### config.mk
export PLATFORM = sky130hd
export DESIGN_NAME = soc_bus_decode
export DESIGN_NICKNAME = d
export VERILOG_FILES = /design/src/soc_pkg.sv /design/src/soc_bus_decode.sv
export SDC_FILE = /design/constraint.sdc
export NUM_CORES = 1
export LEC_CHECK = 0
export BUFFER_PORTS_ARGS = -buffer_cell sky130_fd_sc_hd__buf_2
export CAP_MARGIN = 20
export CORE_AREA = 2 2 63 65
export CTS_BUF_LIST = sky130_fd_sc_hd__clkbuf_2 sky130_fd_sc_hd__clkbuf_4 sky130_fd_sc_hd__clkbuf_8
export DETAILED_ROUTE_END_ITERATION = 8
export DIE_AREA = 0 0 65 67
export PLACE_DENSITY = 0.87
export SKIP_LAST_GASP = 1
export SYNTH_ARGS = -nofsm -noshare
export SYNTH_HDL_FRONTEND = slang
export SYNTH_SLANG_ARGS = --single-unit
### constraint.sdc
create_clock -name clk -period 1.9 [get_ports clk]
set_input_delay 0.19 -clock clk [delete_from_list [all_inputs] [get_ports clk]]
set_output_delay 0.19 -clock clk [all_outputs]
set_load 0.005 [all_outputs]
### src/soc_pkg.sv
/*
 * Shared definitions for the peripheral subsystem: memory map, UART and FIFO
 * sizing, and the bus address word. Modules import it in their headers.
 */

package soc_pkg;

    // memory map regions in address bits 31:28
    localparam logic [3:0] REGION_RAM    = 4'h0;
    localparam logic [3:0] REGION_PERIPH = 4'h2;

    // peripheral select in address bits 13:12
    localparam logic [1:0] PERIPH_DISPLAY = 2'd1;
    localparam logic [1:0] PERIPH_UART    = 2'd2;

    // UART register offsets
    localparam logic [11:0] UART_DATA_OFS   = 12'h000;
    localparam logic [11:0] UART_STATUS_OFS = 12'h004;

    // UART status word bits
    localparam int STATUS_TX_FULL_BIT  = 0;
    localparam int STATUS_RX_VALID_BIT = 1;
    localparam int STATUS_TX_IDLE_BIT  = 2;

    // block RAM of 4 kB in 32-bit words
    localparam int RAM_WORDS = 1024;
    localparam int RAM_AW    = $clog2(RAM_WORDS);

    // transmit buffer
    localparam int TX_FIFO_DEPTH = 4;
    localparam int TX_FIFO_AW    = $clog2(TX_FIFO_DEPTH);

    // baud divider kept small so that simulation stays short
    localparam int CLKS_PER_BIT = 8;
    localparam int BAUD_CNT_W   = $clog2(CLKS_PER_BIT);

    // one bus address read either as a RAM word address or as a
    // peripheral register address
    typedef union packed {
        struct packed {
            logic [3:0]          region;
            logic [25-RAM_AW:0]  unused;
            logic [RAM_AW-1:0]   word_idx;
            logic [1:0]          byte_ofs;
        } mem;
        struct packed {
            logic [3:0]  region;
            logic [13:0] unused;
            logic [1:0]  sel;
            logic [11:0] offset;
        } periph;
    } bus_addr_t;

endpackage
### src/soc_bus_decode.sv
/*
 * Address decoder for the external bus. Routes accesses to RAM, the display
 * register and the UART, and returns read data with one cycle of latency.
 */

`timescale 1ns/1ps

module soc_bus_decode
    import soc_pkg::*;
(
    input  logic        clk,
    input  logic        reset_i,
    input  bus_addr_t   addr_i,
    input  logic        we_i,
    input  logic [3:0]  wr_mask_i,
    input  logic [31:0] wdata_i,
    input  logic [31:0] ram_rdata_i,
    input  logic        tx_full_i,
    input  logic        tx_idle_i,
    input  logic [7:0]  rx_data_i,
    input  logic        rx_valid_i,
    output logic        ram_sel_o,
    output logic        ram_we_o,
    output logic        tx_push_o,
    output logic [7:0]  tx_byte_o,
    output logic        rx_rd_o,
    output logic [7:0]  display_o,
    output logic [31:0] rdata_o
);

    logic        is_periph;
    logic        is_display;
    logic        is_uart;
    logic        uart_data;
    logic        uart_status;
    logic        display_we;
    logic [31:0] periph_word;
    logic        rd_ram_q;
    logic [31:0] periph_rdata_q;

    // region decode through the memory view
    assign ram_sel_o = (addr_i.mem.region == REGION_RAM);
    assign ram_we_o  = ram_sel_o && we_i;

    // register decode through the peripheral view
    assign is_periph   = (addr_i.periph.region == REGION_PERIPH);
    assign is_display  = is_periph && (addr_i.periph.sel == PERIPH_DISPLAY);
    assign is_uart     = is_periph && (addr_i.periph.sel == PERIPH_UART);
    assign uart_data   = is_uart && (addr_i.periph.offset == UART_DATA_OFS);
    assign uart_status = is_uart && (addr_i.periph.offset == UART_STATUS_OFS);

    // byte registers only take lane 0
    assign display_we = is_display && we_i && wr_mask_i[0];
    assign tx_push_o  = uart_data && we_i && wr_mask_i[0];
    assign tx_byte_o  = wdata_i[7:0];
    assign rx_rd_o    = uart_data && !we_i;

    // peripheral read word is zero when nothing matches
    always_comb begin
        periph_word = '0;
        if (is_display) begin
            periph_word[7:0] = display_o;
        end else if (uart_data) begin
            periph_word[7:0] = rx_data_i;
        end else if (uart_status) begin
            periph_word[STATUS_TX_FULL_BIT]  = tx_full_i;
            periph_word[STATUS_RX_VALID_BIT] = rx_valid_i;
            periph_word[STATUS_TX_IDLE_BIT]  = tx_idle_i;
        end
    end

    always_ff @(posedge clk) begin
        if (reset_i) begin
            rd_ram_q       <= 1'b0;
            periph_rdata_q <= '0;
            display_o      <= '0;
        end else begin
            // remember the read target so RAM and registers line up
            rd_ram_q       <= ram_sel_o && !we_i;
            periph_rdata_q <= we_i ? '0 : periph_word;
            if (display_we) begin
                display_o <= wdata_i[7:0];
            end
        end
    end

    // RAM data arrives one cycle late from the block itself
    assign rdata_o = rd_ram_q ? ram_rdata_i : periph_rdata_q;

    // a full transmit FIFO never reads as idle
    a_full_not_idle: assert property (
        @(posedge clk) disable iff (reset_i)
        !(tx_full_i && tx_idle_i)
    ) else $error("tx full and tx idle reported together");

endmodule

==> impl_metrics.yaml <==
hold_path:
  min_to: "periph_rdata_q[3]"
  hp-start: "rx_data_i[3]"
  hold_depth: 2
  min_path_type: "in -> reg"
worst_setup_path:
  path_cells: "buf_4 -> and2_1 -> buf_2"
  crit_path_top_delay_cell: "dfxtp_1"
  worstPathRequired_ps: 1710
  reg2reg_depth: 2
  end_kind: "primary output"
  reg2reg_from: "display_o[1]"
  critPathKind: "reg -> out"
  worstSetupStartpointType: "register"
  cpPeakStageDelay_ps: 640
  cp_data_arrival_time_ps: 1430
  cp_max_fo: 18
  r2r_slack_ps: 1230
  worstReg2RegEnd: "display_o[1]"
final_layout:
  multiInputGateArea_sq_um: 632
  area.sequential_sq_um: 340
  antenna_cells: 0
  fillCellCount: 370
  final_nets: 355
  final_util_pct: 48.3
  areaGrowthSynthToFinish_pct: 60.4
  layout-drive-gt1-share_pct: 59.2
  final_area_sq_um: 1740
routing:
  dr.pass1.iters: 4
  wl_mm: 3.59
  drc: 0
  vias: 1367
  postRouteAntennaNets: 0
  drt_iter0_drc: 35
  wl_per_cell_microns: 12.5
  via_per_inst: 4.75
synth:
  synth_top_area_cell: "dfxtp_1"
  synth_top_area_share_pct: 31.4
  synthTopCellsByCount: "and2_1 (26), dfxtp_1 (17)"
  yosys-top-cells-area: "dfxtp_1 (31%), and2_1 (15%), mux2_2 (8.3%)"
  ys_types: 27
  synth_top_family_by_area: "simple AND/OR/NAND/NOR gates"
  ys.flop_type: "dfxtp_1"
  syn-num-nets: 238
  synth.avg_cell_area_sq_um: 8.75
  synth_edf_count: 0
  synthArstFlopShare_pct: 0
  synth_cells: 124
  yosysMostFrequentCell: "and2_1"
  ys_ff_latch: 17
  yosysWarnings: 0
  ys_seq_area_share_pct: 31.4
  synthXorXnorAreaFrac_pct: 0
  yosys.area_share.simple_pct: 32.2
  synth_compound_area_share_pct: 14.4
  synth_adder_area_share_pct: 0
  syn_area_sq_um: 1080
  synth.area.mux_share_pct: 11.1
sta:
  slew_violations: 0
  hold_viol: 0
  fmax_mhz: 619
  clock_skew_ps: 0.878
  worst_pin_slew_ps: 507
  min_period_over_period_pct: 85.0
  fin_crit_ps: 1620
  setup_tns_ps: 0
  slew-limit-headroom_pct: 66.1
  rsz0062_at_grt: "no"
  timing.final.ws_setup_ps: 285
  finalSetupViolations: 0
placement:
  placed_cell_area_sq_um: 1690
  gp_congestion: 0.829
  place_ws_ps: 354
  io_buffers: 124
  hpwlAfterDp_mm: 3.03
floorplan:
  dieArea_sq_um: 4360
  coreArea_sq_um: 3610
  initial_utilization_pct: 30.1
  die_y_microns: 67
  num_rows: 22
  die_w_microns: 65
  ios: 166
global_route:
  grt_max_degree: 19
  grt_pass1_wl_mm: 5.34
  grt_use_total_pct: 15.6
  grt-ovfl-total: 0
  grt_pass1_vias: 1226
  antenna_found_initial: 0
clock_network:
  hold_buffers: 0
  h-tree-depth: 1
  cts_setup_buffers: 0
  cts_buffers: 3
  cts_max_path_buffers: 2
  tritoncts: "yes"
  cts_root_buf: "clkbuf_8"
  worstSkewPairLatency_ps: 250
  clock_sinks: 17
  ctsResizeCount: 0
  clk_pin_slew_ps: 80
pwr:
  ir_drop_mv: 0.235
  power.leakage_nw: 0.945
  p_per_area_nw_per_um2: 434
flow_run:
  cap_violations: 0
run_status:
  outcome: "complete, no violations"
registers in the layout, summed over array words and instances (netlist names):
signal          cells
display_o           8
periph_rdata_q      8
rd_ram_q            1
worst max path at each step:
stage	start	end	slack [ps]	depth (start not counted)
floorplan	addr_i[12]	rx_rd_o	610	4
global placement	addr_i[12]	rx_rd_o	310	5
detailed placement	addr_i[12]	rx_rd_o	350	5
CTS	rd_ram_q	rdata_o[28]	250	3
global route	rd_ram_q	rdata_o[9]	120	3
finish	rd_ram_q	rdata_o[31]	280	3
stage by stage:
step | cells | power [mW] | hold slack, ps
final | 288 | 0.756 | 187
after CTS | 288 | 0.757 | 181
after floorplan | 124 | 0.408 | 336
after detailed placement | 284 | 0.492 | 433
after global placement | 284 | 0.490 | 443
after global routing | 288 | 0.791 | 193
final cells by class:
type | count | area share, %
clock buffers | 3 | 2.37
clock inverters | 1 | 0.288
inverters | 3 | 0.647
multi-input cells | 88 | 36.3
flip-flops and latches | 17 | 19.6
well taps | 48 | 3.45
repair buffers | 128 | 37.4
worst max-delay path: cells and delay by family, from the launching register on:
family | cells | cell delay (ps)
flip-flops | 1 | 640
buffers and inverters | 2 | 380
AND/OR/NAND/NOR | 1 | 150
cell usage in the layout, fill, tap and decap left out, drive strengths merged, types with 3 or more instances in the layout:
master  count
nor3        3
a21oi       8
o32ai       3
a32o        5
buf       128
o21ai       8
mux2i       3
mux2        8
clkbuf      3
nand3       8
dfxtp      17
inv         3
and2       26
power breakdown:
group	switching (mW)	internal (mW)	total, mW
registers	0.00117	0.357	0.358
clock network	0.128	0.145	0.273
logic	0.0515	0.0737	0.125
total	0.180	0.576	0.756
metal layers:
layer  global-route usage [%]  wire length (microns)
met5                        0                      0
met2                     30.0                   1770
met1                     17.8                   1400
met3                     2.53                    386
met4                     3.99                     25
cells by family after synthesis:
logic type             after synthesis
buffers and inverters               19
and+or+nand+nor                     53
muxes                               11
AOI/OAI and AO/OA                   24
DFF                                 17
(Power assumes the default switching activity.)
