[src/soc_pkg.sv]
/*
 * Shared definitions for the peripheral subsystem: memory map, UART and FIFO
 * sizing, and the bus address word. Modules import it in their headers.
 */

package soc_pkg;

    // memory map regions in address bits 31:28
    localparam logic [3:0] REGION_RAM    = 4'h0;
    localparam logic [3:0] REGION_PERIPH = 4'h2;

    // peripheral select in address bits 13:12
    localparam logic [1:0] PERIPH_DISPLAY = 2'd1;
    localparam logic [1:0] PERIPH_UART    = 2'd2;

    // UART register offsets
    localparam logic [11:0] UART_DATA_OFS   = 12'h000;
    localparam logic [11:0] UART_STATUS_OFS = 12'h004;

    // UART status word bits
    localparam int STATUS_TX_FULL_BIT  = 0;
    localparam int STATUS_RX_VALID_BIT = 1;
    localparam int STATUS_TX_IDLE_BIT  = 2;

    // block RAM of 4 kB in 32-bit words
    localparam int RAM_WORDS = 1024;
    localparam int RAM_AW    = $clog2(RAM_WORDS);

    // transmit buffer
    localparam int TX_FIFO_DEPTH = 4;
    localparam int TX_FIFO_AW    = $clog2(TX_FIFO_DEPTH);

    // baud divider kept small so that simulation stays short
    localparam int CLKS_PER_BIT = 8;
    localparam int BAUD_CNT_W   = $clog2(CLKS_PER_BIT);

    // one bus address read either as a RAM word address or as a
    // peripheral register address
    typedef union packed {
        struct packed {
            logic [3:0]          region;
            logic [25-RAM_AW:0]  unused;
            logic [RAM_AW-1:0]   word_idx;
            logic [1:0]          byte_ofs;
        } mem;
        struct packed {
            logic [3:0]  region;
            logic [13:0] unused;
            logic [1:0]  sel;
            logic [11:0] offset;
        } periph;
    } bus_addr_t;

endpackage
[src/uart_tx.sv]
/*
 * 8-N-1 serializer. Pops the transmit FIFO whenever it is idle and a byte
 * is waiting, then shifts start, data LSB first and stop onto tx_o.
 */

`timescale 1ns/1ps

module uart_tx
    import soc_pkg::*;
(
    input  logic       clk,
    input  logic       reset_i,
    input  logic       empty_i,
    input  logic [7:0] data_i,
    output logic       pop_o,
    output logic       busy_o,
    output logic       tx_o
);

    logic                  busy_q;
    logic [9:0]            frame_q;
    logic [3:0]            bit_cnt;
    logic [BAUD_CNT_W-1:0] baud_cnt;

    assign pop_o  = !busy_q && !empty_i;
    assign busy_o = busy_q;
    // line idles high
    assign tx_o   = busy_q ? frame_q[0] : 1'b1;

    always_ff @(posedge clk) begin
        if (reset_i) begin
            busy_q   <= 1'b0;
            frame_q  <= '1;
            bit_cnt  <= '0;
            baud_cnt <= '0;
        end else if (!busy_q) begin
            if (!empty_i) begin
                // stop, data, start
                frame_q  <= {1'b1, data_i, 1'b0};
                busy_q   <= 1'b1;
                bit_cnt  <= '0;
                baud_cnt <= '0;
            end
        end else if (baud_cnt == BAUD_CNT_W'(CLKS_PER_BIT - 1)) begin
            baud_cnt <= '0;
            frame_q  <= {1'b1, frame_q[9:1]};
            if (bit_cnt == 4'd9) begin
                busy_q <= 1'b0;
            end else begin
                bit_cnt <= bit_cnt + 1'b1;
            end
        end else begin
            baud_cnt <= baud_cnt + 1'b1;
        end
    end

    // the stop bit always drives the line high
    a_stop_high: assert property (
        @(posedge clk) disable iff (reset_i)
        (busy_q && bit_cnt == 4'd9) |-> tx_o
    ) else $error("stop bit not high on the line");

endmodule

[config.mk]
export PLATFORM = sky130hd
export DESIGN_NAME = uart_tx
export DESIGN_NICKNAME = d
export VERILOG_FILES = /design/src/soc_pkg.sv /design/src/uart_tx.sv
export SDC_FILE = /design/constraint.sdc
export NUM_CORES = 1
export LEC_CHECK = 0
export BUFFER_PORTS_ARGS = -buffer_cell sky130_fd_sc_hd__buf_2
export CAP_MARGIN = 0
export CELL_PAD_IN_SITES_DETAIL_PLACEMENT = 1
export CELL_PAD_IN_SITES_GLOBAL_PLACEMENT = 1
export CORE_MARGIN = 3
export CORE_UTILIZATION = 41
export CTS_CLUSTER_DIAMETER = 150
export CTS_CLUSTER_SIZE = 40
export DETAILED_ROUTE_END_ITERATION = 6
export PLACE_DENSITY_LB_ADDON = 0.1
export SLEW_MARGIN = 20
export SYNTH_ARGS = -nofsm -noshare
export SYNTH_HDL_FRONTEND = slang
export SYNTH_SLANG_ARGS = --single-unit
[constraint.sdc]
create_clock -name clk -period 1.9 [get_ports clk]
set_clock_uncertainty 0.15 [all_clocks]
set_input_delay 0.19 -clock clk [delete_from_list [all_inputs] [get_ports clk]]
set_output_delay 0.19 -clock clk [all_outputs]
set_load 0.01 [all_outputs]
==> results of run 1 <==
[registers in the layout, indices dropped and copies added (netlist names)]
name	flops
frame_q	9
bit_cnt	4
baud_cnt	3
busy_o	1
[final timing paths]
path | from | to | slack [ns] | cells after the start
worst max-delay path | baud_cnt[0]$_SDFFE_PP0P_ | frame_q[4]$_SDFFE_PP1P_ | 0.19 | 6
worst min-delay path | data_i[7] | frame_q[8]$_SDFFE_PP1P_ | 0.02 | 3
worst max register to register | baud_cnt[0]$_SDFFE_PP0P_ | frame_q[4]$_SDFFE_PP1P_ | 0.19 | 6
worst min register to register | frame_q[5]$_SDFFE_PP1P_ | frame_q[5]$_SDFFE_PP1P_ | 0.33 | 1
[where the power goes]
| part | total [uW] | switching [uW] | internal, uW | leakage, uW |
|---|---|---|---|---|
| clock network | 201 | 122 | 78.3 | 0.0000177 |
| logic | 109 | 55.5 | 53.6 | 0.000261 |
| registers | 389 | 11.8 | 378 | 0.000140 |
[layout make-up]
type	count	area share, %
Clock inverter	1	0.518
Sequential cell	17	35.2
Multi-Input combinational cell	62	48.1
Timing Repair Buffer	17	9.84
Tap cell	25	3.24
Inverter	2	0.777
Clock buffer	3	2.33
[logic make-up (layout without fill, tap and decap cells)]
| group | Yosys count | in the layout |
|---|---|---|
| compound gates | 21 | 21 |
| buf+inv | 9 | 23 |
| mux | 8 | 8 |
| fa+ha+maj | 4 | 4 |
| simple gates | 29 | 29 |
| flops | 17 | 17 |
[stage by stage]
step           hold slack (ns)  setup slack (ns)  power, uW  instances  area [um^2]
2_1_floorplan            0.204             0.197        473         88          847
3_3_place_gp             0.294             0.249        504        123          938
3_5_place_dp             0.305             0.204        508        123          938
4_1_cts                 0.0143             0.177        709        127          966
5_1_grt                 0.0362            0.0534        748        127          966
6_report                0.0195             0.191        699        127          966
[worst max-delay path: stages (launching register included)]
cell,delay (ns)
dfxtp_1,0.34
ha_1,0.20
ha_1,0.21
nor2b_1,0.14
buf_4,0.21
nor3_1,0.07
a211o_1,0.27
[metal layers]
layer  track usage (%)  vias up
li1                  -      356
met1              21.8      331
met2              27.5       10
met3              3.50        2
met4              7.86        0
met5                 0        -
[cell usage after synthesis, drive strengths merged, types with 2 or more instances]
master / number / share of area [%]
dfxtp: 17 / 40
mux2i: 8 / 9.5
a211o: 7 / 7.2
nor3: 7 / 4.1
buf: 5 / 3.3
a21oi: 4 / 2.4
ha: 4 / 5.9
nand2: 4 / 1.8
nor2: 3 / 1.3
o31ai: 3 / 2.7
or3: 3 / 2.4
clkbuf: 2 / 0.89
inv: 2 / 0.89
nand3: 2 / 1.2
nor2b: 2 / 1.5
or4b: 2 / 2.4
[cells in the final DEF (no fill, tap or decap), drive strengths merged, types with 2 or more instances in the layout]
master	Yosys	routed
mux2i	8	8
a21oi	4	4
or4b	2	2
o31ai	3	3
nor3	7	7
clkbuf	2	3
inv	2	2
nand3	2	2
buf	5	17
nor2b	2	2
ha	4	4
or3	3	3
nand2	4	4
nor2	3	3
dfxtp	17	17
a211o	7	7
==> flow_summary.yaml, run 1 <==
setup_path:
  startpoint_type: "flop"
  arrival_ns: 1.74
  cp-end-kind: "flop"
  cp_max_fo: 13
  worstPathRequired_ns: 1.93
  timing_worst_setup_path_type: "reg2reg"
clocking:
  clk_latency_ns: 0.29
  postCtsHoldBufs: 0
  clockBufferDepth: 2
  ctsResizeCount: 0
  cts_buffers: 3
  postCtsSetupBuffers: 0
  clock-sinks: 17
  cts-htree-levels: 1
  path_clk_slew_ns: 0.11
  clockRootBuffer: "clkbuf_4"
  tritoncts: "built"
logic_synthesis:
  synth_compound_area_share_pct: 18.9
  synth_top_family_by_area: "simple AND/OR/NAND/NOR gates"
  synth_edf_count: 0
  syn_area_um2: 847
  synth-async-reset-ratio_pct: 0
  yosys-mux-area-fraction_pct: 9.45
  yosysWarnings: 0
  synth.avg_cell_area_um2: 9.63
  synth_fp_nets: 103
  synth_cells: 88
  synth_ff_type: "dfxtp_1"
  synthSimpleGateAreaFrac_pct: 20.5
  ys_ff_latch: 17
  synthAdderAreaFrac_pct: 5.91
  yosys.area_share.xor_xnor_pct: 0
  synthDistinctLibCells: 31
  yosysSeqAreaShare_pct: 40.2
route:
  wl_met3_um: 58
  wl_per_cell_um: 14.6
  routed.top_layer: "met4"
  num_vias: 699
  drc: 0
  wirelength_met1_um: 936
  totalWireLength_um: 1850
  ant_nets: 0
  drtIter0Drc: 18
  wl_met2_um: 836
  first_pass_iters: 2
  viasPerCell: 5.50
pwr:
  peakVddDrop_mv: 0.455
  p_leak_uw: 0.000419
  p_per_area_mw_per_mm2: 724
floorplanning:
  fp.dieH_um: 51.5
  pin_count: 14
  rows: 15
  start_util_pct: 46.1
  die_area_mm2: 0.00265
  fp.dieW_um: 51.5
  coreArea_mm2: 0.00184
sta:
  finalCriticalPeriod_ns: 1.71
  setup_tns_ns: 0
  fmax_ghz: 0.585
  rsz0062_at_grt: "false"
  setup_viol: 0
  drv_slew: 0
  slew_headroom_pct: 78.4
  fin_crit_sh_pct: 90.0
  hold_viol: 0
  worst_pin_slew_ns: 0.323
global_route:
  grt-ovfl-total: 0
  grt_pass1_vias: 731
  grt_pass1_wl_um: 3400
  antenna_found_initial: 0
  grt_max_degree: 18
  groute.usage.overall_pct: 17.2
finish:
  nNetsFinal: 118
  utilization_pct: 52.5
  num-fill-cells: 226
  antenna_cells: 0
  syn_to_final_growth_pct: 14.0
  multi_input_area_um2: 464
  seq_area_um2: 340
  drive_gt1_share_pct: 23.5
placed_design:
  hpwlAfterDp_um: 1340
  place.gp.congestion: 0.800
  port_buffers: 13
hold_path:
  min_path_type: "in2reg"
job:
  cap_viol_max_count: 0
status:
  status: "finished clean"
No activity file was read; power rests on OpenSTA's default activity.
==> run 2, diff against run 1 <==
- CORE_UTILIZATION: 41 -> 37
- clock period: 1.9 -> 1.4 ns (I/O delays scaled with it)
==> flow_summary.yaml, run 2 (synthesized netlist as in run 1, its figures left out) <==
status:
  status: "finished, violations left"
  violations: "negative setup slack"
clocking:
  cts-htree-levels: 1
  clock-sinks: 17
  clockBufferDepth: 2
  clk_latency_ns: 0.31
  path_clk_slew_ns: 0.11
  tritoncts: "built"
  clockRootBuffer: "clkbuf_4"
  cts_buffers: 3
sta:
  fin_ws_ns: -0.269
  drv_slew: 0
  fin_hold_ws_ns: 0.0643
  slew_headroom_pct: 75.8
  finalCriticalPeriod_ns: 1.67
  rsz0062_at_grt: "true"
  fmax_ghz: 0.599
  worst_pin_slew_ns: 0.363
  fin_crit_sh_pct: 119
  hold_viol: 0
  setup_viol: 15
placed_design:
  place_area_mm2: 0.00108
  hpwlAfterDp_um: 1600
  port_buffers: 13
  place.gp.congestion: 0.690
finish:
  utilization_pct: 57.8
  top_regs: "frame_q x9, bit_cnt x4, baud_cnt x3"
  syn_to_final_growth_pct: 40.8
  antenna_cells: 0
  final_cell_mix: "dfxtp_1, buf_2, buf_4"
  largest_reg_flops: 9
  nNetsFinal: 130
  drive_gt1_share_pct: 47.4
  finalInstanceArea_mm2: 0.00119
  regMostFlops: "frame_q"
setup_path:
  cp_max_fo: 4
  max_stage_delay_ns: 0.53
  crit_path_top_delay_cell: "or4b_4"
  worstPathRequired_ns: 1.50
  path_cells: "inv_2 -> ha_4 -> and3b_2 -> or4b_4 -> a21oi_2"
  arrival_ns: 1.77
  cp-end-kind: "flop"
  startpoint_type: "flop"
  cpLargestDelayFamily: "simple AND/OR/NAND/NOR gates"
  timing_worst_setup_path_type: "reg2reg"
  cp_num_buf_inv: 1
floorplanning:
  fp.dieH_um: 53.8
  fp.dieW_um: 53.8
  coreArea_mm2: 0.00206
  rows: 16
  pin_count: 14
  start_util_pct: 41.1
  die_area_mm2: 0.00290
route:
  drc: 0
  totalWireLength_um: 2300
  wl_met3_um: 73
  first_pass_iters: 3
  wirelength_met1_um: 1110
  viasPerCell: 5.49
  wl_met2_um: 1090
  num_vias: 774
  routed.top_layer: "met4"
  wl_per_cell_um: 16.3
  ant_nets: 0
  drtIter0Drc: 2
global_route:
  groute.usage.overall_pct: 17.4
  grt_pass1_vias: 797
  antenna_found_initial: 0
  grt-ovfl-total: 0
  grt_max_degree: 18
  grt_pass1_wl_um: 3540
pwr:
  p_per_area_mw_per_mm2: 841
  power_uw: 1000
  peakVddDrop_mv: 0.719
  p_leak_uw: 0.000503
job:
  cap_viol_max_count: 0
hold_path:
  min_path_type: "in2reg"
-- run 2: worst paths after layout --
| kind | start | end | slack, ns | cells after the start |
|---|---|---|---|---|
| worst max-delay path | bit_cnt[1]$_SDFFE_PP0P_ | bit_cnt[1]$_SDFFE_PP0P_ | -0.27 | 5 |
| worst min-delay path | reset_i | bit_cnt[2]$_SDFFE_PP0P_ | 0.06 | 2 |
| worst max register to register | bit_cnt[1]$_SDFFE_PP0P_ | bit_cnt[1]$_SDFFE_PP0P_ | -0.27 | 5 |
| worst min register to register | frame_q[3]$_SDFFE_PP1P_ | frame_q[3]$_SDFFE_PP1P_ | 0.33 | 1 |
-- run 2: where the power goes --
part / total [uW] / internal [uW] / switching, uW
logic: 188 / 99.2 / 89.2
clock network: 282 / 111 / 171
registers: 532 / 513 / 19.2
-- run 2: per-layer routing --
metal	track usage [%]	vias up
li1	-	379
met1	21.2	378
met2	28.4	12
met3	5.82	5
met4	5.96	0
met5	0	-
-- run 2: cell type report --
class                           count  area [um^2]
Clock buffer                        4         26.3
Fill cell                         234          870
Inverter                            2         7.51
Multi-Input combinational cell     62          569
Sequential cell                    17          348
Tap cell                           27         33.8
Timing Repair Buffer               29          208
-- run 2: stage by stage --
stage / instances / setup TNS, ns / setup WS [ns]
after floorplan: 88 / -1.42 / -0.153
after global placement: 135 / -2.21 / -0.207
after detailed placement: 135 / -2.64 / -0.249
after CTS: 140 / -2.33 / -0.227
after global routing: 141 / -3.39 / -0.328
final: 141 / -2.41 / -0.269
-- run 2: what timing repair did --
action,4_1_cts,5_1_grt
hold endpoints to repair,1,0
pin swaps,5,7
setup endpoints to repair,17,17
buffers inserted,0,2
gates resized for setup,7,11
hold buffers,1,0
