## src/soc_pkg.sv

```systemverilog
/*
 * Shared definitions for the peripheral subsystem: memory map, UART and FIFO
 * sizing, and the bus address word. Modules import it in their headers.
 */

package soc_pkg;

    // memory map regions in address bits 31:28
    localparam logic [3:0] REGION_RAM    = 4'h0;
    localparam logic [3:0] REGION_PERIPH = 4'h2;

    // peripheral select in address bits 13:12
    localparam logic [1:0] PERIPH_DISPLAY = 2'd1;
    localparam logic [1:0] PERIPH_UART    = 2'd2;

    // UART register offsets
    localparam logic [11:0] UART_DATA_OFS   = 12'h000;
    localparam logic [11:0] UART_STATUS_OFS = 12'h004;

    // UART status word bits
    localparam int STATUS_TX_FULL_BIT  = 0;
    localparam int STATUS_RX_VALID_BIT = 1;
    localparam int STATUS_TX_IDLE_BIT  = 2;

    // block RAM of 4 kB in 32-bit words
    localparam int RAM_WORDS = 1024;
    localparam int RAM_AW    = $clog2(RAM_WORDS);

    // transmit buffer
    localparam int TX_FIFO_DEPTH = 4;
    localparam int TX_FIFO_AW    = $clog2(TX_FIFO_DEPTH);

    // baud divider kept small so that simulation stays short
    localparam int CLKS_PER_BIT = 8;
    localparam int BAUD_CNT_W   = $clog2(CLKS_PER_BIT);

    // one bus address read either as a RAM word address or as a
    // peripheral register address
    typedef union packed {
        struct packed {
            logic [3:0]          region;
            logic [25-RAM_AW:0]  unused;
            logic [RAM_AW-1:0]   word_idx;
            logic [1:0]          byte_ofs;
        } mem;
        struct packed {
            logic [3:0]  region;
            logic [13:0] unused;
            logic [1:0]  sel;
            logic [11:0] offset;
        } periph;
    } bus_addr_t;

endpackage
```

## src/uart_rx.sv

```systemverilog
/*
 * 8-N-1 deserializer. Samples each bit in its middle and keeps the last
 * byte with a valid flag until software reads the data register.
 */

`timescale 1ns/1ps

module uart_rx
    import soc_pkg::*;
(
    input  logic       clk,
    input  logic       reset_i,
    input  logic       rx_i,
    input  logic       rd_i,
    output logic [7:0] data_o,
    output logic       valid_o
);

    logic                  rx_meta;
    logic                  rx_sync;
    logic                  active_q;
    logic [3:0]            bit_cnt;
    logic [BAUD_CNT_W-1:0] baud_cnt;
    logic [7:0]            shift_q;
    logic                  sample;

    assign sample = active_q && (baud_cnt == BAUD_CNT_W'(CLKS_PER_BIT - 1));

    // two-flop synchronizer that idles high
    always_ff @(posedge clk) begin
        if (reset_i) begin
            rx_meta <= 1'b1;
            rx_sync <= 1'b1;
        end else begin
            rx_meta <= rx_i;
            rx_sync <= rx_meta;
        end
    end

    always_ff @(posedge clk) begin
        if (reset_i) begin
            active_q <= 1'b0;
            bit_cnt  <= '0;
            baud_cnt <= '0;
            valid_o  <= 1'b0;
        end else begin
            if (rd_i) begin
                valid_o <= 1'b0;
            end
            if (!active_q) begin
                if (!rx_sync) begin
                    // half a bit to the middle of the start bit
                    active_q <= 1'b1;
                    bit_cnt  <= '0;
                    baud_cnt <= BAUD_CNT_W'(CLKS_PER_BIT / 2);
                end
            end else if (sample) begin
                baud_cnt <= '0;
                if (bit_cnt == 4'd0 && rx_sync) begin
                    // only a glitch on the line
                    active_q <= 1'b0;
                end else if (bit_cnt == 4'd9) begin
                    active_q <= 1'b0;
                    // framing error drops the byte
                    if (rx_sync) begin
                        valid_o <= 1'b1;
                    end
                end else begin
                    bit_cnt <= bit_cnt + 1'b1;
                end
            end else begin
                baud_cnt <= baud_cnt + 1'b1;
            end
        end
    end

    // payload shifts in LSB first
    always_ff @(posedge clk) begin
        if (sample && bit_cnt >= 4'd1 && bit_cnt <= 4'd8) begin
            shift_q <= {rx_sync, shift_q[7:1]};
        end
        if (sample && bit_cnt == 4'd9 && rx_sync) begin
            data_o <= shift_q;
        end
    end

endmodule

```

## config.mk

```make
export PLATFORM = sky130hd
export DESIGN_NAME = uart_rx
export DESIGN_NICKNAME = d
export VERILOG_FILES = /design/src/soc_pkg.sv /design/src/uart_rx.sv
export SDC_FILE = /design/constraint.sdc
export NUM_CORES = 1
export LEC_CHECK = 0
export BUFFER_PORTS_ARGS = -buffer_cell sky130_fd_sc_hd__buf_2
export CORE_UTILIZATION = 55
export CTS_CLUSTER_DIAMETER = 150
export DETAILED_ROUTE_END_ITERATION = 16
export HOLD_SLACK_MARGIN = 0.03
export PLACE_DENSITY = 0.83
export SLEW_MARGIN = 40
export SYNTH_ARGS = -nofsm -noshare
export SYNTH_HDL_FRONTEND = slang
export SYNTH_SLANG_ARGS = --single-unit
```

## constraint.sdc

```tcl
create_clock -name clk -period 2.3 [get_ports clk]
set_clock_uncertainty 0.2 [all_clocks]
set_input_delay 0.115 -clock clk [delete_from_list [all_inputs] [get_ports clk]]
set_output_delay 0.115 -clock clk [all_outputs]
set_load 0.01 [all_outputs]
```

==> results.txt, run 1 <==
Die ar.: 0.002149 mm2
Final Util: 70.46%
DR iter-0 viols: 20
Post-Syn Area per Cell: 12.88 um2
Startpoint types: flip-flop
Worst stage delay on the critical path: 540 ps
Pleak: 0.4605 nW
GP Congestion: 0.8800
Mapped Nets: 93
Detail Placement HPWL: 1168 um
Inst Count DP: 120
Slew headroom: 74.82%
Yosys Warn Count: 0
Max clock buf depth: 2
Synth async-reset ratio: 0%
Post-synth EDFFs: 16
Unrepaired setup endpoints after global routing: no
Chip width: 46.36 um
Placed cell areas: 0.001176 mm2
Worst EP required: 2370 ps
Final Non-Filler Cells: 129
Slowest cell on crit path: dlygate4sd3_1
Drt pass-1 iters: 4
Peak VDD IR: 0.3571 mV
Max frequency: 0.4841 GHz
Final hold violation count: 0
CTS tree: yes
Hold Crit Start: rx_meta
GR peak layer: met2
WP data arrival: 2140 ps
I/O pins: 13
Port Buffers: 12
GRT Total Usage: 19.87%
Fin crit period: 2066 ps
Initial Utilization: 60.70%
Final Net Count: 114
Die H: 46.36 um
Worst-Margin Slew: 371.8 ps
Met2 Usage GRT: 32.50%
Crit path from: baud_cnt[0]
Reg2reg start: baud_cnt[0]
CTS root buf: clkbuf_4
Setup TNS: 0 ps
# clock sinks: 27
Final Setup Violations: 0
Hold Slack: 241.0 ps
Crit-path max FO: 8
Critical path start-end classification: flip-flop to flip-flop
Max-cap violations: 0
Unique masters post-synth: 31
WHS Path Cells: 1
DRT antenna net count: 0
Power per cell area: 595.2 mW/mm2
Mapped Area: 0.001082 mm2
Yosys reg bits: 27
Post-route cell area: 0.001256 mm2
Drt total wl: 1766 um
Register area share after synthesis: 64.74%
CTS buffer count: 3
Worst R2R End: valid_o
Routed vias/inst: 5.372
Crit end category: flip-flop
Via count: 693
Met1 Use GR: 23.92%
CP Cell Sequence: ha_1 -> ha_1 -> nand2_2 -> o22ai_1 -> nor2b_1 -> dlygate4sd3_1
Worst min path class: flip-flop to flip-flop
Clk pin slew, worst setup/hold paths: 150 ps
H-tree depth: 1
Core ar.: 0.001783 mm2
Share of layout cells above drive strength 1: 20.19%
CP top delay family: buffers and inverters
First-pass GRT wire length: 2925 um
Insertion delay to the later sink of the worst-skew pair: 320 ps
Initial antenna violation count: 0
Cells after Synth: 84
R2R Setup Slk: 230 ps
Outcome: completed
Number of global-route vias before repair: 679
Primary FF master, synth: edfxtp_1
Wirelength per Cell: 13.69 um
Fin crit share: 89.81%
Rows: 15
Max Slew Vio Count: 0
Filler Cells Inserted: 135
Largest net degree at the start of global routing: 17
Reg2Reg Depth: 6
M3 GR Usage: 4.706%
DRC: 0
Worst Path Buf+Inv: 1
Area growth, synth to finish: 16.07%
Most Frequent Cell on Critical Path: ha_1
Grt ovf: 0
Hold-critical path endpoint: rx_sync
# diodes: 0
final cells by class:
class | instances | area (um2) | share of cell area (%)
flip-flops and latches | 27 | 700.7 | 55.78
multi-input cells | 49 | 350.3 | 27.89
repair buffers | 19 | 125.1 | 9.960
well taps | 25 | 31.28 | 2.490
clock buffers | 3 | 22.52 | 1.793
inverters | 5 | 18.77 | 1.494
clock inverters | 1 | 7.507 | 0.5976
metrics by stage:
stage	total power [W]	setup WS, ps
6_report	0.0007477	234.3
5_1_grt	0.0007765	84.59
4_1_cts	0.0007502	258.3
3_5_place_dp	0.0005487	428.8
3_3_place_gp	0.0005472	515.4
2_1_floorplan	0.0005422	219.4
placed cells by master (no fill, tap or decap), types with 2 or more instances in the layout:
master	instances
nand4b_1	4
nor2_1	5
nand3_1	3
dlygate4sd3_1	5
o22ai_1	3
nor2b_1	2
clkbuf_4	3
buf_2	12
inv_1	5
o21ai_1	3
buf_4	2
edfxtp_1	16
or2_1	3
nand2_1	2
dfxtp_1	11
nand3b_1	3
ha_1	5
worst max-delay path by stage:
stage	endpoint	depth (start not counted)	slack, ps
after floorplan	shift_q[0]	4	220
after global placement	shift_q[7]	5	520
after detailed placement	shift_q[2]	5	430
after CTS	valid_o	6	260
after global routing	valid_o	6	80
final	valid_o	6	230
Yosys cell counts, types with 2 or more instances:
master	count	share of area [%]
nand3b_1	3	2.1
ha_1	5	5.8
nand4b_1	4	3.2
edfxtp_1	16	44
dfxtp_1	11	20
o21ai_1	3	1.4
nor2b_1	2	1.2
clkbuf_1	2	0.69
o22ai_1	3	1.7
or2_1	3	1.7
inv_1	5	1.7
nor2_1	5	1.7
nand3_1	3	1.4
nand2_1	2	0.69
where the power goes:
part	leakage, nW	internal, W	total, W	switching, W
sequential	0.233	0.000512	0.000518	0.00000651
clock	0.0139	0.0000664	0.000204	0.000137
combinational	0.213	0.0000142	0.0000260	0.0000118
per-layer routing:
metal	wire, um	part of all wire (%)	vias up
li1	-	-	353
met1	766	43	309
met2	887	50	29
met3	98	5.5	2
met4	13	0.74	0
met5	0	0	-
sequential cells by signal (all words and copies together) (netlist names):
register and cells:
data_o 8, shift_q 8, bit_cnt 4, baud_cnt 3, active_q 1, rx_meta 1
rx_sync 1, valid_o 1
cell families (layout without fill, tap and decap cells):
group / after synthesis / in the layout / share of synthesized area [%]
AND/OR/NAND/NOR: 30 / 30 / 17.11
flip-flops: 27 / 27 / 64.74
AO/OA/AOI/OAI: 14 / 14 / 9.480
buffers and inverters: 8 / 28 / 2.890
adder cells (fa/ha/maj): 5 / 5 / 5.780
timing repair:
item | in CTS | in global routing
hold buffers | 5 | 0
setup endpoints to repair | 0 | 0
hold endpoints to repair | 8 | 0
setup buffers | 0 | 0
gates resized for setup | 0 | 0
Note: power is estimated with default switching activity, not from simulation.
==> run 2: changes to the inputs <==
- PLACE_DENSITY: 0.83 -> 0.87
==> run 2 against run 1 <==
Against the previous run:
- first-iteration DRC count fell by 75%
- non-clock buffer count shrank 1
- combinational power fell by 2%
- sequential cell count unchanged
- hold slack worse by 3.6 ps
- final area is 0.80% lower
- utilization is 0.56 points lower
- global-route usage is 0.18 points higher
==> results.txt, run 2 (synthesis gave the netlist of run 1 again) <==
Max clock buf depth: 2
Largest registers: data_o x8, shift_q x8, bit_cnt x4
CTS tree: yes
Crit-path max FO: 8
Critical path start-end classification: flip-flop to flip-flop
CTS buffer count: 3
First-pass GRT wire length: 2925 um
Filler Cells Inserted: 135
Fin crit share: 80.90%
Number of global-route vias before repair: 642
# clock sinks: 27
Hold Crit Start: shift_q[0]
Drt total wl: 1761 um
CP top delay family: simple AND/OR/NAND/NOR gates
Max-cap violations: 0
Initial Utilization: 60.70%
Chip width: 46.36 um
Die H: 46.36 um
Worst Path Buf+Inv: 0
Crit end category: flip-flop
Final hold violation count: 0
GP Congestion: 0.8620
Most common cell after layout, fill and taps aside: edfxtp_1
CP Cell Sequence: ha_1 -> ha_1 -> nand3_1 -> or4_1 -> o21ai_1
Placed cell areas: 0.001176 mm2
Crit path from: baud_cnt[0]
Power per cell area: 602.8 mW/mm2
Core ar.: 0.001783 mm2
Max frequency: 0.5374 GHz
Unrepaired setup endpoints after global routing: no
Final Net Count: 113
R2R Setup Slk: 440 ps
Worst EP required: 2370 ps
DRC: 0
Peak VDD IR: 0.4132 mV
Setup TNS: 0 ps
Pleak: 0.4535 nW
Port Buffers: 12
Clk pin slew, worst setup/hold paths: 150 ps
Fin crit period: 1861 ps
Outcome: completed
Area growth, synth to finish: 15.14%
DRT antenna net count: 0
Wirelength per Cell: 13.76 um
Max Slew Vio Count: 0
Drt pass-1 iters: 4
Worst-Margin Slew: 387.1 ps
Final Setup Violations: 0
CTS root buf: clkbuf_4
Most Frequent Cell on Critical Path: ha_1
Rows: 15
Slew headroom: 74.16%
Detail Placement HPWL: 1228 um
Grt ovf: 0
H-tree depth: 1
Post-route cell area: 0.001246 mm2
Startpoint types: flip-flop
WP data arrival: 1930 ps
DR iter-0 viols: 5
Insertion delay to the later sink of the worst-skew pair: 330 ps
Routed vias/inst: 5.523
# diodes: 0
GRT Total Usage: 20.05%
Die ar.: 0.002149 mm2
Reg2reg start: baud_cnt[0]
Via count: 707
Initial antenna violation count: 0
Worst min path class: flip-flop to flip-flop
Commonest non-fill, non-tap cells in the layout: 16 x edfxtp_1, 12 x buf_2, 11 x dfxtp_1
Share of layout cells above drive strength 1: 20.39%
Slowest cell on crit path: or4_1
Worst stage delay on the critical path: 440 ps
Largest net degree at the start of global routing: 17
I/O pins: 13
==> run 2: cell types whose count changed in the layout (fill, tap and decap cells not counted), sizes merged <==
cell         before  now
dlygate4sd3       5    4
==> run 2: repair_timing <==
action                                  CTS  global route
hold buffers                              4             0
buffers inserted                          0             0
endpoints found under the setup margin    0             0
endpoints found under the hold margin     9             0
gates resized for setup                   0             0
==> run 2: metrics by stage <==
step,hold slack (ps),util (%),power [W],std cells,worst slack (ps)
2_1_floorplan,12.14,-,0.0005422,84,219.4
3_3_place_gp,91.36,65.96,0.0005471,120,567.9
3_5_place_dp,124.5,65.96,0.0005488,120,504.5
4_1_cts,242.6,69.89,0.0007552,128,484.4
5_1_grt,255.1,69.89,0.0007733,128,353.5
6_report,237.4,69.89,0.0007512,128,439.2
==> run 2: path summary, 6_finish.rpt <==
check                           cells after the start          to
worst min register to register                      0   data_o[0]
worst max register to register                      5  bit_cnt[2]
worst max-delay path                                5  bit_cnt[2]
worst min-delay path                                0   data_o[0]
==> run 2: where the power goes <==
group	switching, W	leakage, nW	internal [W]
Sequential	0.00000677	0.233	0.000512
Combinational	0.0000113	0.206	0.0000142
Clock	0.000141	0.0139	0.0000665
==> run 2: metal layers <==
layer	vias to the layer above	GRT usage (%)	wire length, um
li1	352	-	-
met1	333	25.00	767
met2	18	31.11	894
met3	4	7.059	67
met4	0	8.824	31
met5	-	0	0
==> run 2: cell type report <==
class                   instances  area [um2]  area share (%)
inverters                       5       18.77           1.506
clock inverters                 1       7.507          0.6024
clock buffers                   3       22.52           1.807
repair buffers                 18       115.1           9.237
flip-flops and latches         27       700.7           56.22
well taps                      25       31.28           2.510
multi-input cells              49       350.3           28.11
==> run 2: worst reg2reg max path, delay by kind of cell, from the launching register on <==
family	cells	cell delay [ps]
simple gates	2	600
flops	1	380
fa+ha+maj	2	460
compound gates	1	160
