$ cat config.mk
export PLATFORM = sky130hd
export DESIGN_NAME = tx_fifo
export DESIGN_NICKNAME = d
export VERILOG_FILES = /design/src/soc_pkg.sv /design/src/tx_fifo.sv
export SDC_FILE = /design/constraint.sdc
export NUM_CORES = 1
export LEC_CHECK = 0
export BUFFER_PORTS_ARGS = -buffer_cell sky130_fd_sc_hd__buf_2
export CAP_MARGIN = 10
export CORE_MARGIN = 4
export CORE_UTILIZATION = 35
export DETAILED_ROUTE_END_ITERATION = 10
export PLACE_DENSITY_LB_ADDON = 0.3
export RECOVER_POWER = 25
export SYNTH_ARGS = -nofsm -noshare
export SYNTH_HDL_FRONTEND = slang
export SYNTH_SLANG_ARGS = --single-unit
$ cat constraint.sdc
create_clock -name clk -period 2.32 [get_ports clk]
set_clock_uncertainty 0.1 [all_clocks]
set_input_delay 0 -clock clk [delete_from_list [all_inputs] [get_ports clk]]
set_output_delay 0 -clock clk [all_outputs]
set_load 0.01 [all_outputs]
$ cat src/soc_pkg.sv
/*
 * Shared definitions for the peripheral subsystem: memory map, UART and FIFO
 * sizing, and the bus address word. Modules import it in their headers.
 */

package soc_pkg;

    // memory map regions in address bits 31:28
    localparam logic [3:0] REGION_RAM    = 4'h0;
    localparam logic [3:0] REGION_PERIPH = 4'h2;

    // peripheral select in address bits 13:12
    localparam logic [1:0] PERIPH_DISPLAY = 2'd1;
    localparam logic [1:0] PERIPH_UART    = 2'd2;

    // UART register offsets
    localparam logic [11:0] UART_DATA_OFS   = 12'h000;
    localparam logic [11:0] UART_STATUS_OFS = 12'h004;

    // UART status word bits
    localparam int STATUS_TX_FULL_BIT  = 0;
    localparam int STATUS_RX_VALID_BIT = 1;
    localparam int STATUS_TX_IDLE_BIT  = 2;

    // block RAM of 4 kB in 32-bit words
    localparam int RAM_WORDS = 1024;
    localparam int RAM_AW    = $clog2(RAM_WORDS);

    // transmit buffer
    localparam int TX_FIFO_DEPTH = 4;
    localparam int TX_FIFO_AW    = $clog2(TX_FIFO_DEPTH);

    // baud divider kept small so that simulation stays short
    localparam int CLKS_PER_BIT = 8;
    localparam int BAUD_CNT_W   = $clog2(CLKS_PER_BIT);

    // one bus address read either as a RAM word address or as a
    // peripheral register address
    typedef union packed {
        struct packed {
            logic [3:0]          region;
            logic [25-RAM_AW:0]  unused;
            logic [RAM_AW-1:0]   word_idx;
            logic [1:0]          byte_ofs;
        } mem;
        struct packed {
            logic [3:0]  region;
            logic [13:0] unused;
            logic [1:0]  sel;
            logic [11:0] offset;
        } periph;
    } bus_addr_t;

endpackage
$ cat src/tx_fifo.sv
/*
 * Small synchronous byte FIFO between the bus decoder and the UART
 * serializer. Pushes while full are dropped.
 */

`timescale 1ns/1ps

module tx_fifo
    import soc_pkg::*;
(
    input  logic       clk,
    input  logic       reset_i,
    input  logic       push_i,
    input  logic [7:0] data_i,
    input  logic       pop_i,
    output logic [7:0] data_o,
    output logic       empty_o,
    output logic       full_o
);

    logic [7:0]            entries [TX_FIFO_DEPTH];
    logic [TX_FIFO_AW-1:0] rd_ptr;
    logic [TX_FIFO_AW-1:0] wr_ptr;
    logic [TX_FIFO_AW:0]   count;
    logic                  do_push;
    logic                  do_pop;

    assign full_o  = (count == (TX_FIFO_AW+1)'(TX_FIFO_DEPTH));
    assign empty_o = (count == '0);
    assign do_push = push_i && !full_o;
    assign do_pop  = pop_i && !empty_o;
    assign data_o  = entries[rd_ptr];

    always_ff @(posedge clk) begin
        if (do_push) begin
            entries[wr_ptr] <= data_i;
        end
    end

    always_ff @(posedge clk) begin
        if (reset_i) begin
            rd_ptr <= '0;
            wr_ptr <= '0;
            count  <= '0;
        end else begin
            // pointers wrap on their own since depth is a power of two
            if (do_push) wr_ptr <= wr_ptr + 1'b1;
            if (do_pop)  rd_ptr <= rd_ptr + 1'b1;
            if (do_push && !do_pop) begin
                count <= count + 1'b1;
            end else if (do_pop && !do_push) begin
                count <= count - 1'b1;
            end
        end
    end

    // count stays in range and in step with the pointers
    a_count_consistent: assert property (
        @(posedge clk) disable iff (reset_i)
        count <= (TX_FIFO_AW+1)'(TX_FIFO_DEPTH)
            && (wr_ptr - rd_ptr) == count[TX_FIFO_AW-1:0]
    ) else $error("fifo count out of range or out of step with pointers");

    // the serializer must look at empty before it pops
    a_no_pop_empty: assert property (
        @(posedge clk) disable iff (reset_i)
        !(pop_i && empty_o)
    ) else $error("pop from empty fifo");

endmodule

==> results of run 1 <==
## metrics by stage
step	total power, mW	cell area [sq um]	hold WS, ns	worst slack (ns)
detailed placement	1.50	1790	0.123	0.173
CTS	1.96	1980	0.354	0.165
global route	2.06	1980	0.390	0.0616
floorplan	1.33	1620	-0.00113	0.236
global placement	1.49	1790	0.112	0.249
finish	1.92	1980	0.373	0.169
## cell families after synthesis
family / synth area share
AO/OA/AOI/OAI: 0.0255
AND/OR/NAND/NOR: 0.0571
XOR/XNOR: 0.0216
multiplexers: 0.124
flip-flops: 0.704
buffers and inverters: 0.0170
adder cells (fa/ha/maj): 0.0510
## placed cells by master, fill, tap and decap left out
cell type,instances
dlygate4sd3_1,11
or3_1,2
o21ai_0,2
nor3b_2,1
nor3_1,1
edfxtp_1,32
dfxtp_1,9
nor2_1,5
a21oi_1,2
fa_1,1
ha_1,5
xor2_1,4
buf_4,1
buf_2,16
inv_1,4
clkinv_4,1
mux2i_1,2
clkinv_2,1
nor2_2,1
mux4_2,8
clkbuf_8,5
and2_1,4
clkbuf_1,5
nand2b_1,2
o31ai_2,1
o311ai_1,1
clkinv_1,1
## sequential cells by signal, summed over array words and instances, names as in the netlist, named ones only
| register | flops |
|---|---|
| count | 3 |
| entries | 32 |
| rd_ptr | 2 |
| wr_ptr | 2 |
## final timing paths
path	cells past startpoint	endpoint	start
worst max-delay path	7	count[2]$_SDFFE_PP0P_	count[1]$_SDFFE_PP0P_
worst min-delay path	2	entries[0][4]$_DFFE_PP_	data_i[4]
worst max register to register	7	count[2]$_SDFFE_PP0P_	count[1]$_SDFFE_PP0P_
worst min register to register	2	wr_ptr[1]$_SDFFE_PP0P_	wr_ptr[1]$_SDFFE_PP0P_
## layer usage
metal	GRT usage	wire, um	share of wire	up-vias
met1	0.119	1160	0.45	415
met3	0.0485	117	0.045	2
met5	0	0	0	-
met2	0.170	1320	0.51	25
met4	0.0214	7	0.0027	0
li1	-	-	-	414
## critical path: cells and delay by family (launching register included)
kind                       cells  cell delay (ns)
AOI/OAI and AO/OA              2             0.47
xor gates and xnor gates       1             0.16
adders and majority gates      2             0.61
buffers and inverters          1             0.06
DFF                            1             0.38
and+or+nand+nor                1             0.30
## power by group through the flow
stage / Sequential, mW / Clock [mW] / Combinational (mW)
after detailed placement: 1.02 / 0 / 0.475
after CTS: 1.01 / 0.459 / 0.494
after floorplan: 0.957 / 0 / 0.376
after global routing: 1.03 / 0.497 / 0.538
after global placement: 1.02 / 0 / 0.468
final: 1.00 / 0.441 / 0.482
## area by class of cell
class                      count  area, sq um  area share
clock buffer                   5         68.8      0.0348
tap                           52         65.1      0.0329
sequential                    41         1140       0.578
clock inverter                 3         17.5     0.00887
inverter                       4         15.0     0.00760
multi-input combinational     42          452       0.229
timing repair buffer          33          216       0.110
==> key figures, run 1 <==
Power
  • Switching power: 0.556 mW
  • P per Cell Area: 974 nW/um^2
  • Clk pwr share: 0.229
  • Switching part of the total: 0.289
  • Combinational fraction of design power: 0.251
  • Maximum vdd drop: just under 0.0006 V
  • Static Leak: 0.710 nW
  • Sequential share of power: 0.520
  • Pint: 1.37 mW

Logic synthesis
  • Mapped cell area: 1620 sq um
  • Post-Synthesis Cells: 90
  • Post-synth top flop: edfxtp_1
  • FFs w/ async S/R, synth: 0
  • Synthesis-stage register bit count: 41
  • Most instantiated cells after synthesis: edfxtp_1 (32), dfxtp_1 (9), mux4_2 (8), ha_1 (5), nor2_1 (5)
  • Avg Cell Area, Syn: between 15 and 20 sq um
  • Most area-hungry cell type in the Yosys netlist: edfxtp_1
  • Distinct cells, synth: 21
  • Top cells by area, synth: edfxtp_1 (59%), dfxtp_1 (11%), mux4_2 (11%)
  • Post-synth EDFFs: 32
  • Register area share after synthesis: 0.704
  • Most frequent cell after synthesis: edfxtp_1
  • Post-Syn Nets: 108
  • Yosys warnings: 0
  • Area share of the largest cell type after synthesis: 0.593

GRT
  • Initial antenna violation count: 0
  • GR Overflow Total: 0
  • Number of global-route vias before repair: 928
  • Gr usage total: 0.102
  • Global-route wire length before repair: 4500 um
  • Pin count of the biggest net entering global routing: 14

Finish
  • Ant diodes: 0
  • Area Growth Syn to Fin: 21.9%
  • Post-layout util: 0.448
  • Fillers: between 300 and 400
  • Non-Filler Instances: 180
  • Share of layout cells above drive strength 1: 0.273
  • # nets final: 145

Detailed routing
  • WL final: around 2600 um
  • 1st-iter DRT viols: 43
  • Routed via count: 856
  • Pre-antenna DRT Iters: 4
  • Post-route ant nets: 0
  • # DRC: 0
  • Wire per inst: 14.5 um
  • Vias/cell: 4.76

Clocking
  • # hold bufs at CTS: 11
  • Post-cts sizing count: 0
  • Reg clk slew, reported paths: 0.07 ns
  • Buffer levels on the longest clock path: 2
  • Root buffer cell: clkbuf_8
  • TritonCTS Buffers: 5
  • Number of clock sinks: between 40 and 50
  • H-tree depth: 2
  • Post-CTS Setup Bufs: 0
  • CTS tree: built
  • Clock latency on the worst-skew pair: approximately 0.28 ns

Worst setup path
  • Largest stage delay, worst path: between 0.3 and 0.4 ns
  • Crit Path Category: register to register
  • CP Max Fanout: 6
  • Cells along the critical path: o31ai_2, ha_1, inv_1, fa_1, xor2_1, or3_1, a21oi_1
  • Worst setup SP type: register
  • Reg-to-reg setup timing slack: 0.17 ns
  • Worst EP arrival: roughly 2.3 ns
  • CP endpoint kind: register
  • Crit-path slowest cell: dfxtp_1
  • Worst EP required: 2.44 ns

STA
  • Sum of negative setup slack: 0 ns
  • Slew HR: 0.633
  • Peak Freq: 465 MHz
  • Worst-Margin Slew: between 0.5 and 0.6 ns
  • Tcrit/Tclk final: 0.927
  • Final setup violation count: 0
  • Hold Fails Final Rpt: 0
  • Final Max Slew Viols: 0
  • Min Clock Period, post-route: 2.15 ns
  • RSZ-0062 raised after global routing: no

Die
  • Die Y: about 76 um
  • Row cnt: 24
  • Core area: ~4400 sq um
  • # IOs: 22
  • Die ar.: between 5000 and 6000 sq um
  • Initial Util: 0.367
  • Die width: 76.0 um

Placed design
  • DP HPWL: about 1800 um
  • GPL Wtd Cong: 0.795
  • Input/output buffers: 21
  • Placed cells: 161

Status
  • Outcome: finished clean

Job
  • Max-cap violations: 0

Worst hold path
  • Hold Path Class: input pin to register
No activity file was read; power rests on OpenSTA's default activity.
==> run 2: changes to the inputs <==
- PLACE_DENSITY: default -> 0.62
- PLACE_DENSITY_LB_ADDON: 0.3 -> default
==> run 2 against run 1 <==
Global-route usage rose by 0.11 points. Sequential share of layout area fell by 0.69 points. Largest power group unchanged. Register-to-register slack barely moved. Non-clock buffer count did not move. First-iteration DRC count rose by 12%. Total power rose by 6.3%. Fmax rose by 0.44%.
==> key figures, run 2 (same netlist as run 1, synthesis figures left out) <==
STA
  • Sum of negative setup slack: 0 ns (unchanged)
  • RSZ-0062 raised after global routing: no
  • Final Max Slew Viols: 0 (unchanged)
  • Final setup violation count: 0 (unchanged)
  • Hold Fails Final Rpt: 0 (unchanged)
  • Worst-Margin Slew: 0.590 ns (+0.0393 ns)
  • Slew HR: 0.606 (-0.0262)
  • Min Clock Period, post-route: 2.14 ns (-0.00952 ns)
  • Tcrit/Tclk final: 0.923 (-0.00410)
  • Peak Freq: 467 MHz (+0.44%)

Worst setup path
  • Worst EP arrival: 2.26 ns (about the same)
  • CP endpoint: count[2]$_SDFFE_PP0P_
  • Reg-to-reg setup timing slack: 0.18 ns (about the same)
  • Cells along the critical path: o31ai_2, ha_1, inv_1, fa_1, xor2_1, or3_1, a21oi_1
  • Worst EP required: 2.44 ns (about the same)
  • CP endpoint kind: register
  • Worst r2r dst: count[2]$_SDFFE_PP0P_
  • Largest stage delay, worst path: 0.38 ns (about the same)
  • Instance count on the critical path: 7 (unchanged)
  • CP bufs+invs: 1 (unchanged)
  • Crit Path Category: register to register
  • Reg2reg start: count[1]$_SDFFE_PP0P_
  • Critical path's top delay family: adder cells
  • Worst Setup SP: count[1]$_SDFFE_PP0P_
  • CP Max Fanout: 6 (unchanged)
  • Crit-path slowest cell: dfxtp_1
  • Worst setup SP type: register
  • FF-to-FF path depth: 7 (unchanged)

GRT
  • Global-route wire length before repair: 4490 um (-0.29%)
  • Number of global-route vias before repair: 938 (+1.1%)
  • GR Overflow Total: 0 (unchanged)
  • Pin count of the biggest net entering global routing: 14 (unchanged)
  • Initial antenna violation count: 0 (unchanged)
  • Gr usage total: 0.103 (+0.00106)

Detailed routing
  • 1st-iter DRT viols: 48 (+12%)
  • Routed via count: 856 (unchanged)
  • Pre-antenna DRT Iters: 2 (-2)
  • Vias/cell: 4.76 (unchanged)
  • Post-route ant nets: 0 (unchanged)
  • WL final: 2670 um (+2.8%)
  • # DRC: 0 (unchanged)
  • Wire per inst: 14.9 um (+2.8%)

Clocking
  • CTS tree: built
  • Buffer levels on the longest clock path: 2 (unchanged)
  • Number of clock sinks: 41 (unchanged)
  • Reg clk slew, reported paths: 0.07 ns (about the same)
  • Post-cts sizing count: 0 (unchanged)
  • TritonCTS Buffers: 5 (unchanged)
  • Post-CTS Setup Bufs: 0 (unchanged)
  • Clock latency on the worst-skew pair: 0.29 ns (about the same)
  • H-tree depth: 2 (unchanged)
  • Root buffer cell: clkbuf_8

Finish
  • # nets final: 145 (unchanged)
  • Top flop regs: entries (32), count (3)
  • Share of layout cells above drive strength 1: 0.273 (unchanged)
  • Most frequent cells in the layout: edfxtp_1 (32), buf_2 (16), dlygate4sd3_1 (11)
  • Commonest non-fill, non-tap cell in the layout: edfxtp_1
  • Largest reg by FF count: entries
  • Area Growth Syn to Fin: 23.4%
  • Ant diodes: 0 (unchanged)
  • Max reg flops: 32 (unchanged)
  • Non-Filler Instances: 180 (unchanged)

Status
  • Outcome: finished clean

Die
  • Die Y: 76.0 um (unchanged)
  • Core area: 4410 sq um (unchanged)
  • Initial Util: 0.367 (unchanged)
  • # IOs: 22 (unchanged)
  • Row cnt: 24 (unchanged)
  • Die ar.: 5780 sq um (unchanged)
  • Die width: 76.0 um (unchanged)

Placed design
  • Input/output buffers: 21 (unchanged)
  • Placed cells: 161 (unchanged)
  • DP HPWL: 1800 um (+1.2%)
  • GPL Wtd Cong: 0.807 (+1.4%)

Power
  • Total power draw: 2.04 mW (+6.3%)
  • Static Leak: 0.718 nW (+1.1%)
  • Maximum vdd drop: 0.000503 V (-15%)
  • P per Cell Area: 1020 nW/um^2 (+5.0%)

Worst hold path
  • Hold Path Class: input pin to register

Job
  • Max-cap violations: 0 (unchanged)
-- run 2: timing repair --
item,4_1_cts,5_1_grt
setup endpoints to repair,0,0
endpoints found under the hold margin,41,0
hold buffers,11,0
-- run 2: how the worst min path moves through the flow --
stage	start	to	slack, ns	cells past startpoint
final	push_i	wr_ptr[1]$_SDFFE_PP0P_	0.10	5
after global placement	data_i[2]	entries[0][2]$_DFFE_PP_	0.12	1
after CTS	push_i	wr_ptr[1]$_SDFFE_PP0P_	0.10	5
after global routing	push_i	wr_ptr[1]$_SDFFE_PP0P_	0.17	5
after detailed placement	data_i[0]	entries[0][0]$_DFFE_PP_	0.12	1
after floorplan	data_i[0]	entries[0][0]$_DFFE_PP_	-0.001	0
-- run 2: worst reg2reg max path, cell delays in order, from the launching register on --
cell     delay [ns]
dfxtp_1        0.38
o31ai_2        0.32
ha_1           0.24
inv_1          0.06
fa_1           0.38
xor2_1         0.16
or3_1          0.30
a21oi_1        0.14
-- run 2: stage by stage --
step / util / worst slack, ns / area (sq um) / hold slack [ns]
final: 0.453 / 0.178 / 2000 / 0.103
after floorplan: - / 0.236 / 1620 / -0.00113
after CTS: 0.454 / 0.167 / 2010 / 0.101
after global routing: 0.453 / 0.0391 / 2000 / 0.169
after global placement: 0.404 / 0.243 / 1790 / 0.115
after detailed placement: 0.404 / 0.168 / 1790 / 0.124
-- run 2: area by class of cell --
cell class | count | area (sq um)
clock buffers | 5 | 68.8
repair buffers | 33 | 216
well taps | 52 | 65.1
inverters | 4 | 15.0
clock inverters | 3 | 41.3
fillers | 390 | 2410
flip-flops and latches | 41 | 1140
multi-input cells | 42 | 452
-- run 2: metal layers --
metal  wire length [um]  vias to the layer above  global-route usage
li1                   -                      413                   -
met1               1140                      410               0.123
met2               1320                       24               0.162
met3                154                        9              0.0366
met4                 53                        0              0.0534
met5                  0                        -                   0
-- run 2: power breakdown --
group	switching, mW	total (mW)	internal (mW)
Clock	0.236	0.553	0.316
Combinational	0.222	0.489	0.267
Sequential	0.107	1.00	0.895
